File: config.mk
export PLATFORM = sky130hd
export DESIGN_NAME = audio_mixer
export DESIGN_NICKNAME = d
export VERILOG_FILES = /design/src/audio_mixer_pkg.sv /design/src/apb_mixer_regs.sv /design/src/i2s_clock.sv /design/src/i2s_rx.sv /design/src/mix_lane.sv /design/src/i2s_tx.sv /design/src/audio_mixer.sv
export VERILOG_INCLUDE_DIRS = /design/src /design/src/src
export SDC_FILE = /design/constraint.sdc
export NUM_CORES = 2
export LEC_CHECK = 0
export ABC_CLOCK_PERIOD_IN_PS = 15750
export BUFFER_PORTS_ARGS = -buffer_cell sky130_fd_sc_hd__buf_4
export CORE_MARGIN = 3
export CORE_UTILIZATION = 30
export CTS_BUF_LIST = sky130_fd_sc_hd__clkbuf_8
export CTS_CLUSTER_SIZE = 10
export DETAILED_ROUTE_END_ITERATION = 7
export PLACE_DENSITY = 0.4
export SYNTH_ARGS = -nofsm -noshare
export SYNTH_HDL_FRONTEND = slang
export SYNTH_SLANG_ARGS = --single-unit
File: constraint.sdc
create_clock -name ck -period 15.75 [get_ports ck]
set_clock_uncertainty 0.1 [all_clocks]
set_input_delay 0.7875 -clock ck [delete_from_list [all_inputs] [get_ports ck]]
set_output_delay 0.7875 -clock ck [all_outputs]
set_load 0.005 [all_outputs]
File: src/audio_mixer_cfg.svh
/*
 * Build-time constants for the stereo audio mixer.
 * Included by the package and by every module that needs a width,
 * the I2S frame layout or an APB register offset.
 */
`ifndef AUDIO_MIXER_CFG_SVH
`define AUDIO_MIXER_CFG_SVH

// Datapath widths
`define SAMPLE_W    16
`define COEF_W      16
`define COEF_FRAC   14

// I2S framing, sck period is 2*SCK_DIV ck cycles
`define SLOT_BITS   32
`define POSN_W      6
`define SCK_DIV     4
`define LANES       2

// APB register map
`define APB_ADDR_W  8
`define REG_CONTROL 8'h00
`define REG_STATUS  8'h04
`define REG_COEF0   8'h10
`define REG_COEF1   8'h14
`define REG_COEF2   8'h18
`define REG_COEF3   8'h1C
`define REG_OUT_L   8'h20
`define REG_OUT_R   8'h24

`endif

File: src/audio_mixer_pkg.sv
/*
 * Shared types of the audio mixer: samples, coefficients,
 * frame position, APB address and the receiver FSM states.
 * Referenced with scoped names from the RTL.
 */
`include "audio_mixer_cfg.svh"

package audio_mixer_pkg;

    // Signed PCM sample
    typedef logic signed [`SAMPLE_W-1:0] sample_t;

    // Signed gain, 1.0 is 1 << COEF_FRAC
    typedef logic signed [`COEF_W-1:0] coef_t;

    // Bit position within an I2S frame
    typedef logic [`POSN_W-1:0] posn_t;

    typedef logic [`APB_ADDR_W-1:0] apb_addr_t;

    // Receiver FSM
    typedef enum logic [1:0] {
        rx_idle,
        rx_left,
        rx_right
    } rx_state_t;

endpackage

File: src/apb_mixer_regs.sv
/*
 * APB slave of the mixer, zero wait states.
 * Holds control, the four gains, the sticky clip flag, the frame
 * count and the readback of the last mixed frame.
 */
`timescale 1ns/1ps
`include "audio_mixer_cfg.svh"

module apb_mixer_regs (
    input  logic                       ck,
    input  logic                       rst,
    input  logic                       psel,
    input  logic                       penable,
    input  logic                       pwrite,
    input  audio_mixer_pkg::apb_addr_t paddr,
    input  logic [31:0]                pwdata,
    output logic [31:0]                prdata,
    output logic                       enable,
    output audio_mixer_pkg::coef_t     coef [2*`LANES],
    input  audio_mixer_pkg::sample_t   lane_result [`LANES],
    input  logic [`LANES-1:0]          lane_clip,
    input  logic                       frame_done
);

    audio_mixer_pkg::sample_t last_result [`LANES];
    logic       clip_flag;
    logic [7:0] frame_count;
    logic       wr_en;
    logic       rd_en;
    logic       clip_clr;

    // Access phase of a transfer
    assign wr_en = psel && penable && pwrite;
    assign rd_en = psel && penable && !pwrite;

    assign clip_clr = wr_en && (paddr == `REG_STATUS) && pwdata[0];

    always_ff @(posedge ck) begin
        if (rst) begin
            enable      <= 1'b0;
            clip_flag   <= 1'b0;
            frame_count <= 8'd0;
            for (int i = 0; i < 2*`LANES; i++) begin
                coef[i] <= '0;
            end
            for (int i = 0; i < `LANES; i++) begin
                last_result[i] <= '0;
            end
        end else begin
            if (wr_en) begin
                case (paddr)
                    `REG_CONTROL: enable  <= pwdata[0];
                    `REG_COEF0:   coef[0] <= pwdata[`COEF_W-1:0];
                    `REG_COEF1:   coef[1] <= pwdata[`COEF_W-1:0];
                    `REG_COEF2:   coef[2] <= pwdata[`COEF_W-1:0];
                    `REG_COEF3:   coef[3] <= pwdata[`COEF_W-1:0];
                    default: ;
                endcase
            end

            // A new clip in the same cycle beats the host clear
            clip_flag <= (clip_flag && !clip_clr) || (frame_done && |lane_clip);

            if (frame_done) begin
                frame_count <= frame_count + 8'd1;
                for (int i = 0; i < `LANES; i++) begin
                    last_result[i] <= lane_result[i];
                end
            end
        end
    end

    // Read mux, only driven in the access phase of a read
    always_comb begin
        prdata = 32'd0;
        if (rd_en) begin
            case (paddr)
                `REG_CONTROL: prdata = {31'd0, enable};
                `REG_STATUS:  prdata = {16'd0, frame_count, 7'd0, clip_flag};
                `REG_COEF0:   prdata = {{(32-`COEF_W){1'b0}}, coef[0]};
                `REG_COEF1:   prdata = {{(32-`COEF_W){1'b0}}, coef[1]};
                `REG_COEF2:   prdata = {{(32-`COEF_W){1'b0}}, coef[2]};
                `REG_COEF3:   prdata = {{(32-`COEF_W){1'b0}}, coef[3]};
                `REG_OUT_L: begin
                    prdata = {{(32-`SAMPLE_W){last_result[0][`SAMPLE_W-1]}},
                              last_result[0]};
                end
                `REG_OUT_R: begin
                    prdata = {{(32-`SAMPLE_W){last_result[1][`SAMPLE_W-1]}},
                              last_result[1]};
                end
                default:      prdata = 32'd0;
            endcase
        end
    end

endmodule

File: src/i2s_clock.sv
/*
 * I2S timing generator running on ck.
 * Produces sck, ws, the bit position in the frame and
 * one-cycle strobes marking the ck edge where sck rises or falls.
 */
`timescale 1ns/1ps
`include "audio_mixer_cfg.svh"

module i2s_clock (
    input  logic                   ck,
    input  logic                   rst,
    output logic                   sck,
    output logic                   ws,
    output audio_mixer_pkg::posn_t posn,
    output logic                   sck_rise,
    output logic                   sck_fall
);

    localparam int DIV_W = $clog2(`SCK_DIV);
    localparam logic [DIV_W-1:0] DIV_LAST = DIV_W'(`SCK_DIV - 1);
    localparam audio_mixer_pkg::posn_t FRAME_LAST = `POSN_W'(2*`SLOT_BITS - 1);

    logic [DIV_W-1:0] div_cnt;
    logic             div_wrap;

    assign div_wrap = (div_cnt == DIV_LAST);

    // Strobes are high in the cycle before sck toggles
    assign sck_rise = div_wrap && !sck;
    assign sck_fall = div_wrap && sck;

    // Left slot in the lower half of the frame
    assign ws = posn[`POSN_W-1];

    always_ff @(posedge ck) begin
        if (rst) begin
            div_cnt <= '0;
            sck     <= 1'b0;
            posn    <= '0;
        end else begin
            div_cnt <= div_wrap ? '0 : div_cnt + 1'b1;
            if (div_wrap) begin
                sck <= !sck;
            end
            if (sck_fall) begin
                posn <= (posn == FRAME_LAST) ? '0 : posn + 1'b1;
            end
        end
    end

endmodule

File: src/i2s_rx.sv
/*
 * I2S receiver. Samples sd_in on sck rising edges, collects the
 * left then the right sample and publishes both with a one-cycle
 * pair_valid after the last right bit.
 */
`timescale 1ns/1ps
`include "audio_mixer_cfg.svh"

module i2s_rx (
    input  logic                     ck,
    input  logic                     rst,
    input  logic                     sck_rise,
    input  audio_mixer_pkg::posn_t   posn,
    input  logic                     sd_in,
    output audio_mixer_pkg::sample_t in_left,
    output audio_mixer_pkg::sample_t in_right,
    output logic                     pair_valid
);

    localparam audio_mixer_pkg::posn_t LEFT_FIRST  = `POSN_W'(1);
    localparam audio_mixer_pkg::posn_t LEFT_LAST   = `POSN_W'(`SAMPLE_W);
    localparam audio_mixer_pkg::posn_t RIGHT_FIRST = `POSN_W'(`SLOT_BITS + 1);
    localparam audio_mixer_pkg::posn_t RIGHT_LAST  = `POSN_W'(`SLOT_BITS + `SAMPLE_W);

    audio_mixer_pkg::rx_state_t state;
    logic [2*`SAMPLE_W-1:0] shreg;
    logic [2*`SAMPLE_W-1:0] shift_next;
    logic                   shift_en;
    logic                   publish;

    assign shift_next = {shreg[2*`SAMPLE_W-2:0], sd_in};

    assign shift_en = sck_rise &&
        ((state == audio_mixer_pkg::rx_idle && posn == LEFT_FIRST) ||
         (state == audio_mixer_pkg::rx_left) ||
         (state == audio_mixer_pkg::rx_right && posn >= RIGHT_FIRST));

    assign publish = sck_rise && state == audio_mixer_pkg::rx_right && posn == RIGHT_LAST;

    always_ff @(posedge ck) begin
        if (rst) begin
            state      <= audio_mixer_pkg::rx_idle;
            pair_valid <= 1'b0;
        end else begin
            pair_valid <= publish;
            if (sck_rise) begin
                case (state)
                    audio_mixer_pkg::rx_idle:
                        if (posn == LEFT_FIRST) state <= audio_mixer_pkg::rx_left;
                    audio_mixer_pkg::rx_left:
                        if (posn == LEFT_LAST) state <= audio_mixer_pkg::rx_right;
                    audio_mixer_pkg::rx_right:
                        if (posn == RIGHT_LAST) state <= audio_mixer_pkg::rx_idle;
                    default: state <= audio_mixer_pkg::rx_idle;
                endcase
            end
        end
    end

    always_ff @(posedge ck) begin
        if (shift_en) begin
            shreg <= shift_next;
        end
        if (publish) begin
            in_left  <= shift_next[2*`SAMPLE_W-1:`SAMPLE_W];
            in_right <= shift_next[`SAMPLE_W-1:0];
        end
    end

endmodule

File: src/mix_lane.sv
/*
 * One output channel: result = sat((left*coef_a + right*coef_b) >>> COEF_FRAC).
 * Three register stages, out_valid follows pair_valid by 3 ck cycles.
 * Instantiated once per output channel in the mixer top.
 */
`timescale 1ns/1ps
`include "audio_mixer_cfg.svh"

module mix_lane (
    input  logic                     ck,
    input  logic                     rst,
    input  logic                     enable,
    input  logic                     pair_valid,
    input  audio_mixer_pkg::sample_t in_left,
    input  audio_mixer_pkg::sample_t in_right,
    input  audio_mixer_pkg::coef_t   coef_a,
    input  audio_mixer_pkg::coef_t   coef_b,
    output audio_mixer_pkg::sample_t result,
    output logic                     clip,
    output logic                     out_valid
);

    localparam int PROD_W = `SAMPLE_W + `COEF_W;
    localparam int ACC_W  = PROD_W + 1;
    localparam logic signed [ACC_W-1:0] SAT_MAX = (ACC_W'(1) <<< (`SAMPLE_W - 1)) - 1;
    localparam logic signed [ACC_W-1:0] SAT_MIN = -(ACC_W'(1) <<< (`SAMPLE_W - 1));

    logic signed [PROD_W-1:0] prod_a;
    logic signed [PROD_W-1:0] prod_b;
    logic signed [ACC_W-1:0]  acc;
    logic                     valid_1;
    logic                     valid_2;

    // Stage valids
    always_ff @(posedge ck) begin
        if (rst) begin
            valid_1   <= 1'b0;
            valid_2   <= 1'b0;
            out_valid <= 1'b0;
        end else begin
            valid_1   <= pair_valid;
            valid_2   <= valid_1;
            out_valid <= valid_2;
        end
    end

    // Stage 1 and 2, products then scaled sum
    always_ff @(posedge ck) begin
        if (pair_valid) begin
            prod_a <= in_left * coef_a;
            prod_b <= in_right * coef_b;
        end
        if (valid_1) begin
            // Extended to ACC_W before the add, so the sum cannot wrap
            acc <= (prod_a + prod_b) >>> `COEF_FRAC;
        end
    end

    // Stage 3, clamp to the sample range
    always_ff @(posedge ck) begin
        if (rst) begin
            result <= '0;
            clip   <= 1'b0;
        end else if (valid_2) begin
            if (!enable) begin
                result <= '0;
                clip   <= 1'b0;
            end else if (acc > SAT_MAX) begin
                result <= {1'b0, {(`SAMPLE_W-1){1'b1}}};
                clip   <= 1'b1;
            end else if (acc < SAT_MIN) begin
                result <= {1'b1, {(`SAMPLE_W-1){1'b0}}};
                clip   <= 1'b1;
            end else begin
                result <= acc[`SAMPLE_W-1:0];
                clip   <= 1'b0;
            end
        end
    end

endmodule

File: src/i2s_tx.sv
/*
 * I2S transmitter. Loads both channel results at the start of a
 * frame and shifts them out MSB first, one bit per sck falling edge.
 */
`timescale 1ns/1ps
`include "audio_mixer_cfg.svh"

module i2s_tx (
    input  logic                     ck,
    input  logic                     rst,
    input  logic                     sck_fall,
    input  audio_mixer_pkg::posn_t   posn,
    input  audio_mixer_pkg::sample_t out_left,
    input  audio_mixer_pkg::sample_t out_right,
    output logic                     sd_out
);

    localparam audio_mixer_pkg::posn_t FRAME_LAST = `POSN_W'(2*`SLOT_BITS - 1);

    logic [2*`SAMPLE_W-1:0]   shreg;
    audio_mixer_pkg::posn_t   posn_next;
    logic                     data_bit;

    // Position that the coming falling edge begins
    assign posn_next = (posn == FRAME_LAST) ? '0 : posn + 1'b1;

    assign data_bit = (posn_next >= 1 && posn_next <= `SAMPLE_W) ||
                      (posn_next >= `SLOT_BITS + 1 && posn_next <= `SLOT_BITS + `SAMPLE_W);

    always_ff @(posedge ck) begin
        if (rst) begin
            shreg  <= '0;
            sd_out <= 1'b0;
        end else if (sck_fall) begin
            if (posn_next == '0) begin
                shreg  <= {out_left, out_right};
                sd_out <= 1'b0;
            end else if (data_bit) begin
                sd_out <= shreg[2*`SAMPLE_W-1];
                shreg  <= {shreg[2*`SAMPLE_W-2:0], 1'b0};
            end else begin
                // Padding bits of each slot
                sd_out <= 1'b0;
            end
        end
    end

endmodule

File: src/audio_mixer.sv
/*
 * Stereo audio mixer top level.
 * APB host access to gains and status, I2S in and out on pins,
 * one mixing lane per output channel between receiver and transmitter.
 */
`timescale 1ns/1ps
`include "audio_mixer_cfg.svh"

module audio_mixer (
    input  logic                       ck,
    input  logic                       rst,
    input  logic                       psel,
    input  logic                       penable,
    input  logic                       pwrite,
    input  audio_mixer_pkg::apb_addr_t paddr,
    input  logic [31:0]                pwdata,
    output logic [31:0]                prdata,
    input  logic                       sd_in,
    output logic                       sck,
    output logic                       ws,
    output logic                       sd_out
);

    logic                     sck_rise;
    logic                     sck_fall;
    audio_mixer_pkg::posn_t   posn;
    audio_mixer_pkg::sample_t in_left;
    audio_mixer_pkg::sample_t in_right;
    logic                     pair_valid;
    logic                     enable;
    audio_mixer_pkg::coef_t   coef [2*`LANES];
    audio_mixer_pkg::sample_t lane_result [`LANES];
    logic [`LANES-1:0]        lane_clip;
    logic [`LANES-1:0]        lane_valid;

    i2s_clock u_clock (
        .ck       (ck),
        .rst      (rst),
        .sck      (sck),
        .ws       (ws),
        .posn     (posn),
        .sck_rise (sck_rise),
        .sck_fall (sck_fall)
    );

    i2s_rx u_rx (
        .ck         (ck),
        .rst        (rst),
        .sck_rise   (sck_rise),
        .posn       (posn),
        .sd_in      (sd_in),
        .in_left    (in_left),
        .in_right   (in_right),
        .pair_valid (pair_valid)
    );

    // Lane i mixes with coefficients 2i and 2i+1
    for (genvar i = 0; i < `LANES; i++) begin : g_lane
        mix_lane u_lane (
            .ck         (ck),
            .rst        (rst),
            .enable     (enable),
            .pair_valid (pair_valid),
            .in_left    (in_left),
            .in_right   (in_right),
            .coef_a     (coef[2*i]),
            .coef_b     (coef[2*i+1]),
            .result     (lane_result[i]),
            .clip       (lane_clip[i]),
            .out_valid  (lane_valid[i])
        );
    end

    // Frame done is the out_valid of lane 0
    apb_mixer_regs u_regs (
        .ck          (ck),
        .rst         (rst),
        .psel        (psel),
        .penable     (penable),
        .pwrite      (pwrite),
        .paddr       (paddr),
        .pwdata      (pwdata),
        .prdata      (prdata),
        .enable      (enable),
        .coef        (coef),
        .lane_result (lane_result),
        .lane_clip   (lane_clip),
        .frame_done  (lane_valid[0])
    );

    i2s_tx u_tx (
        .ck        (ck),
        .rst       (rst),
        .sck_fall  (sck_fall),
        .posn      (posn),
        .out_left  (lane_result[0]),
        .out_right (lane_result[1]),
        .sd_out    (sd_out)
    );

endmodule

==> flow_summary.json <==
{
  "ys_dominant_reg_cell": "edfxtp_1",
  "grt_max_degree": 81,
  "synth_warnings": 0,
  "dieWidth_um": 439.4,
  "insertion_delay_ps": 770,
  "power_switching_share_pct": 24.64,
  "worst_slew_pin_slew_ps": 1243,
  "place_area_sq_um": 59670,
  "synthMuxAreaShare_pct": 1.386,
  "rows": 158,
  "synth_fa_ha_area_share_pct": 46.06,
  "num_vias": 38600,
  "synthXorXnorAreaFrac_pct": 2.550,
  "vdd_drop_max_mv": 0.05179,
  "synth_cells": 5775,
  "core_area_sq_um": 186000,
  "synth_cell_types": 71,
  "post_cts_buffers": 0,
  "die_h_um": 439.4,
  "rrSetupSlack_ps": 7870,
  "path_clk_slew_ps": 70,
  "cp.required_ps": 16170,
  "power_density_nw_per_um2": 38.46,
  "netlist_area_sq_um": 56340,
  "die_area_sq_um": 193000,
  "final.min_clock_period_ps": 7882,
  "grt_pass1_wl_um": 263000,
  "synth-edff-count": 261,
  "hold_viol": 0,
  "fmax_ghz": 0.1269,
  "cp_data_arrival_time_ps": 8300,
  "post_drt_wl_per_cell_um": 20.44,
  "overflow": 0,
  "synth_compound_area_share_pct": 6.658,
  "async_reset_ff_share_pct": 0,
  "synth_top_family_by_area": "adder cells",
  "cp-start-kind": "flip-flop",
  "dp_hpwl_um": 133200,
  "final.period_utilization_pct": 50.05,
  "tritoncts": "yes",
  "layout-drive-gt1-share_pct": 5.784,
  "finalNetCount": 7250,
  "relSlewSlack_pct": 16.96,
  "cts_hold_buf": 0,
  "antenna_found_initial": 10,
  "synthSimpleGateAreaFrac_pct": 14.24,
  "grt_usage_pct": 18.16,
  "end_kind": "flip-flop",
  "internal_power_mw": 1.779,
  "root_buffer": "clkbuf_8",
  "crit_start": "u_rx.in_left[6]$_DFFE_PP_",
  "cts_made_buffers": 81,
  "drt.antenna.violating_nets": 0,
  "cts_resized": 0,
  "area_delta_synth_final_pct": 8.952,
  "hp-start": "sd_in",
  "grt_pass1_vias": 41540,
  "sequentialPowerShare_pct": 49.0,
  "dr.pass1.iters": 6,
  "wl_um": 169900,
  "power_frac_clock_pct": 49.2,
  "p_comb_share_pct": 1.8,
  "via_per_inst": 4.643,
  "clkSinkCount": 417,
  "r2r-start": "u_rx.in_left[6]$_DFFE_PP_",
  "rsz0062_at_grt": "no",
  "status": "finished clean",
  "synth_seq_cells": 417,
  "max-cap-violations": 0,
  "final_area_sq_um": 61380,
  "p_leak_nw": 30.22,
  "start_util_pct": 30.29,
  "min_path_type": "input port to flip-flop",
  "synth.avg_cell_area_sq_um": 9.756,
  "final-setup-viol-count": 0,
  "path_class": "flip-flop to flip-flop",
  "drv_slew": 0,
  "fin_setup_tns_ps": 0,
  "ios": 81,
  "synth_seq_area_share_pct": 19.45,
  "cts_htree_levels": 3,
  "port_buffers": 64,
  "drt-initial-drc-count": 1992,
  "clock_path_buffers": 3,
  "switchingPower_mw": 0.5818,
  "remaining_drc_errors": 0,
  "gp_congestion": 0.8292,
  "syn-num-nets": 7266,
  "path_max_fanout": 17
}
-- power groups by stage --
| stage | clock (mW) | combinational, mW | sequential, mW |
|---|---|---|---|
| final | 1.16 | 0.0416 | 1.16 |
| after detailed placement | 0 | 0.0427 | 1.18 |
| after CTS | 1.21 | 0.0427 | 1.16 |
| after global routing | 1.25 | 0.0445 | 1.16 |
| after global placement | 0 | 0.0425 | 1.18 |
| after floorplan | 0 | 0.0181 | 1.18 |
-- flip-flops by register name, summed over array words and instances, names as in the netlist, 8 cells and up --
register and flops:
g_lane.u_lane.prod_a 64, g_lane.u_lane.prod_b 64, u_regs.coef 64, g_lane.u_lane.acc 38, g_lane.u_lane.result 32, u_regs.last_result 32
u_tx.shreg 32, u_rx.shreg 31, u_rx.in_left 16, u_rx.in_right 16, u_regs.frame_count 8
-- layout make-up --
type | count | area [sq um]
fill | 19280 | 124600
multi-input combinational | 3926 | 39970
sequential | 417 | 10970
inverter | 1168 | 4384
tap | 2480 | 3103
clock buffer | 96 | 1321
timing repair buffer | 165 | 1242
clock inverter | 54 | 376.6
antenna | 7 | 17.52
-- stage by stage --
stage | hold slack (ps) | total power, mW | setup slack [ps] | utilization (%) | cells
after floorplan | 300.3 | 1.197 | 9007 | - | 5775
after global placement | 303.5 | 1.223 | 7907 | 32.07 | 8156
final | 137.5 | 2.361 | 7868 | 33.00 | 8313
after global routing | 49.71 | 2.456 | 7671 | 32.99 | 8308
after CTS | 29.35 | 2.407 | 7996 | 32.99 | 8306
after detailed placement | 308.1 | 1.223 | 8023 | 32.07 | 8156
-- metal layers --
| layer | part of all wire, % | GRT usage, % | wire length [um] | up-vias |
|---|---|---|---|---|
| li1 | - | - | - | 17750 |
| met4 | 2.6 | 4.690 | 4430 | 0 |
| met5 | 0 | 0 | 0 | - |
| met2 | 51 | 31.96 | 86040 | 575 |
| met3 | 2.9 | 1.672 | 4907 | 135 |
| met1 | 44 | 23.86 | 74520 | 20140 |
-- synthesized netlist by cell type (all sizes together) (5+ instances only) --
cell | instances | area (sq um)
ha | 397 | 4967
dfxtp | 156 | 3123
o21bai | 19 | 142.6
a211oi | 22 | 165.2
nor3 | 33 | 165.2
fa | 1048 | 20980
nand3 | 31 | 155.2
a21oi | 241 | 1206
clkbuf | 243 | 912.1
a211o | 5 | 45.04
o21a | 28 | 210.2
nand4 | 13 | 81.33
a21o | 67 | 504.2
o21ai | 99 | 495.5
o31ai | 8 | 60.06
a31oi | 14 | 87.58
a22oi | 16 | 120.1
o31a | 5 | 43.79
a222oi | 15 | 150.1
and2 | 531 | 3322
a31o | 5 | 43.79
nor2 | 214 | 803.3
or4 | 6 | 45.04
nor4 | 5 | 31.28
buf | 21 | 141.4
inv | 1168 | 4384
nand2b | 66 | 412.9
a311oi | 7 | 61.31
and4 | 5 | 43.79
or3 | 10 | 62.56
and3 | 22 | 137.6
mux2 | 32 | 360.4
edfxtp | 261 | 7838
xor2 | 38 | 332.8
a2111oi | 6 | 52.55
xnor2 | 126 | 1104
nand2 | 678 | 2545
mux2i | 42 | 420.4
a221oi | 6 | 58.80
nor2b | 16 | 100.1
-- cell usage in the layout, fill, tap and decap left out, types with 98 or more instances in the layout --
| cell | Yosys | routed |
|---|---|---|
| and2_1 | 531 | 531 |
| buf_4 | 15 | 164 |
| ha_1 | 397 | 397 |
| fa_1 | 1048 | 1048 |
| nand2_1 | 678 | 678 |
| a21oi_1 | 241 | 240 |
| xnor2_1 | 126 | 126 |
| o21ai_0 | 98 | 98 |
| dfxtp_1 | 156 | 154 |
| edfxtp_1 | 261 | 261 |
| nor2_1 | 214 | 213 |
| inv_1 | 1168 | 1192 |
-- final timing paths --
path	depth (start not counted)	end
min	1	u_rx.in_right[0]$_DFFE_PP_
min reg2reg	0	u_rx.in_left[15]$_DFFE_PP_
max reg2reg	23	g_lane[0].u_lane.prod_a[31]$_DFFE_PP_
max	23	g_lane[0].u_lane.prod_a[31]$_DFFE_PP_
-- worst max-delay path, cell delays in order (launching register included) --
cell	delay, ps
edfxtp_1	920
buf_4	410
nand2_1	120
fa_1	510
inv_1	50
fa_1	520
inv_1	60
fa_1	530
inv_1	50
fa_1	450
fa_1	490
inv_1	50
fa_1	470
inv_1	40
ha_1	360
nand4_1	140
nor2_1	160
o311ai_0	300
a21boi_0	850
o211ai_1	320
a31oi_1	370
o21a_1	170
nor2_1	50
xnor2_1	110
-- kinds of logic after synthesis --
group	after synthesis
XOR/XNOR	164
flip-flops	417
adder cells (fa/ha/maj)	1445
AO/OA/AOI/OAI	597
buffers and inverters	1432
AND/OR/NAND/NOR	1646
multiplexers	74
No activity file was read; power rests on OpenSTA's default activity.
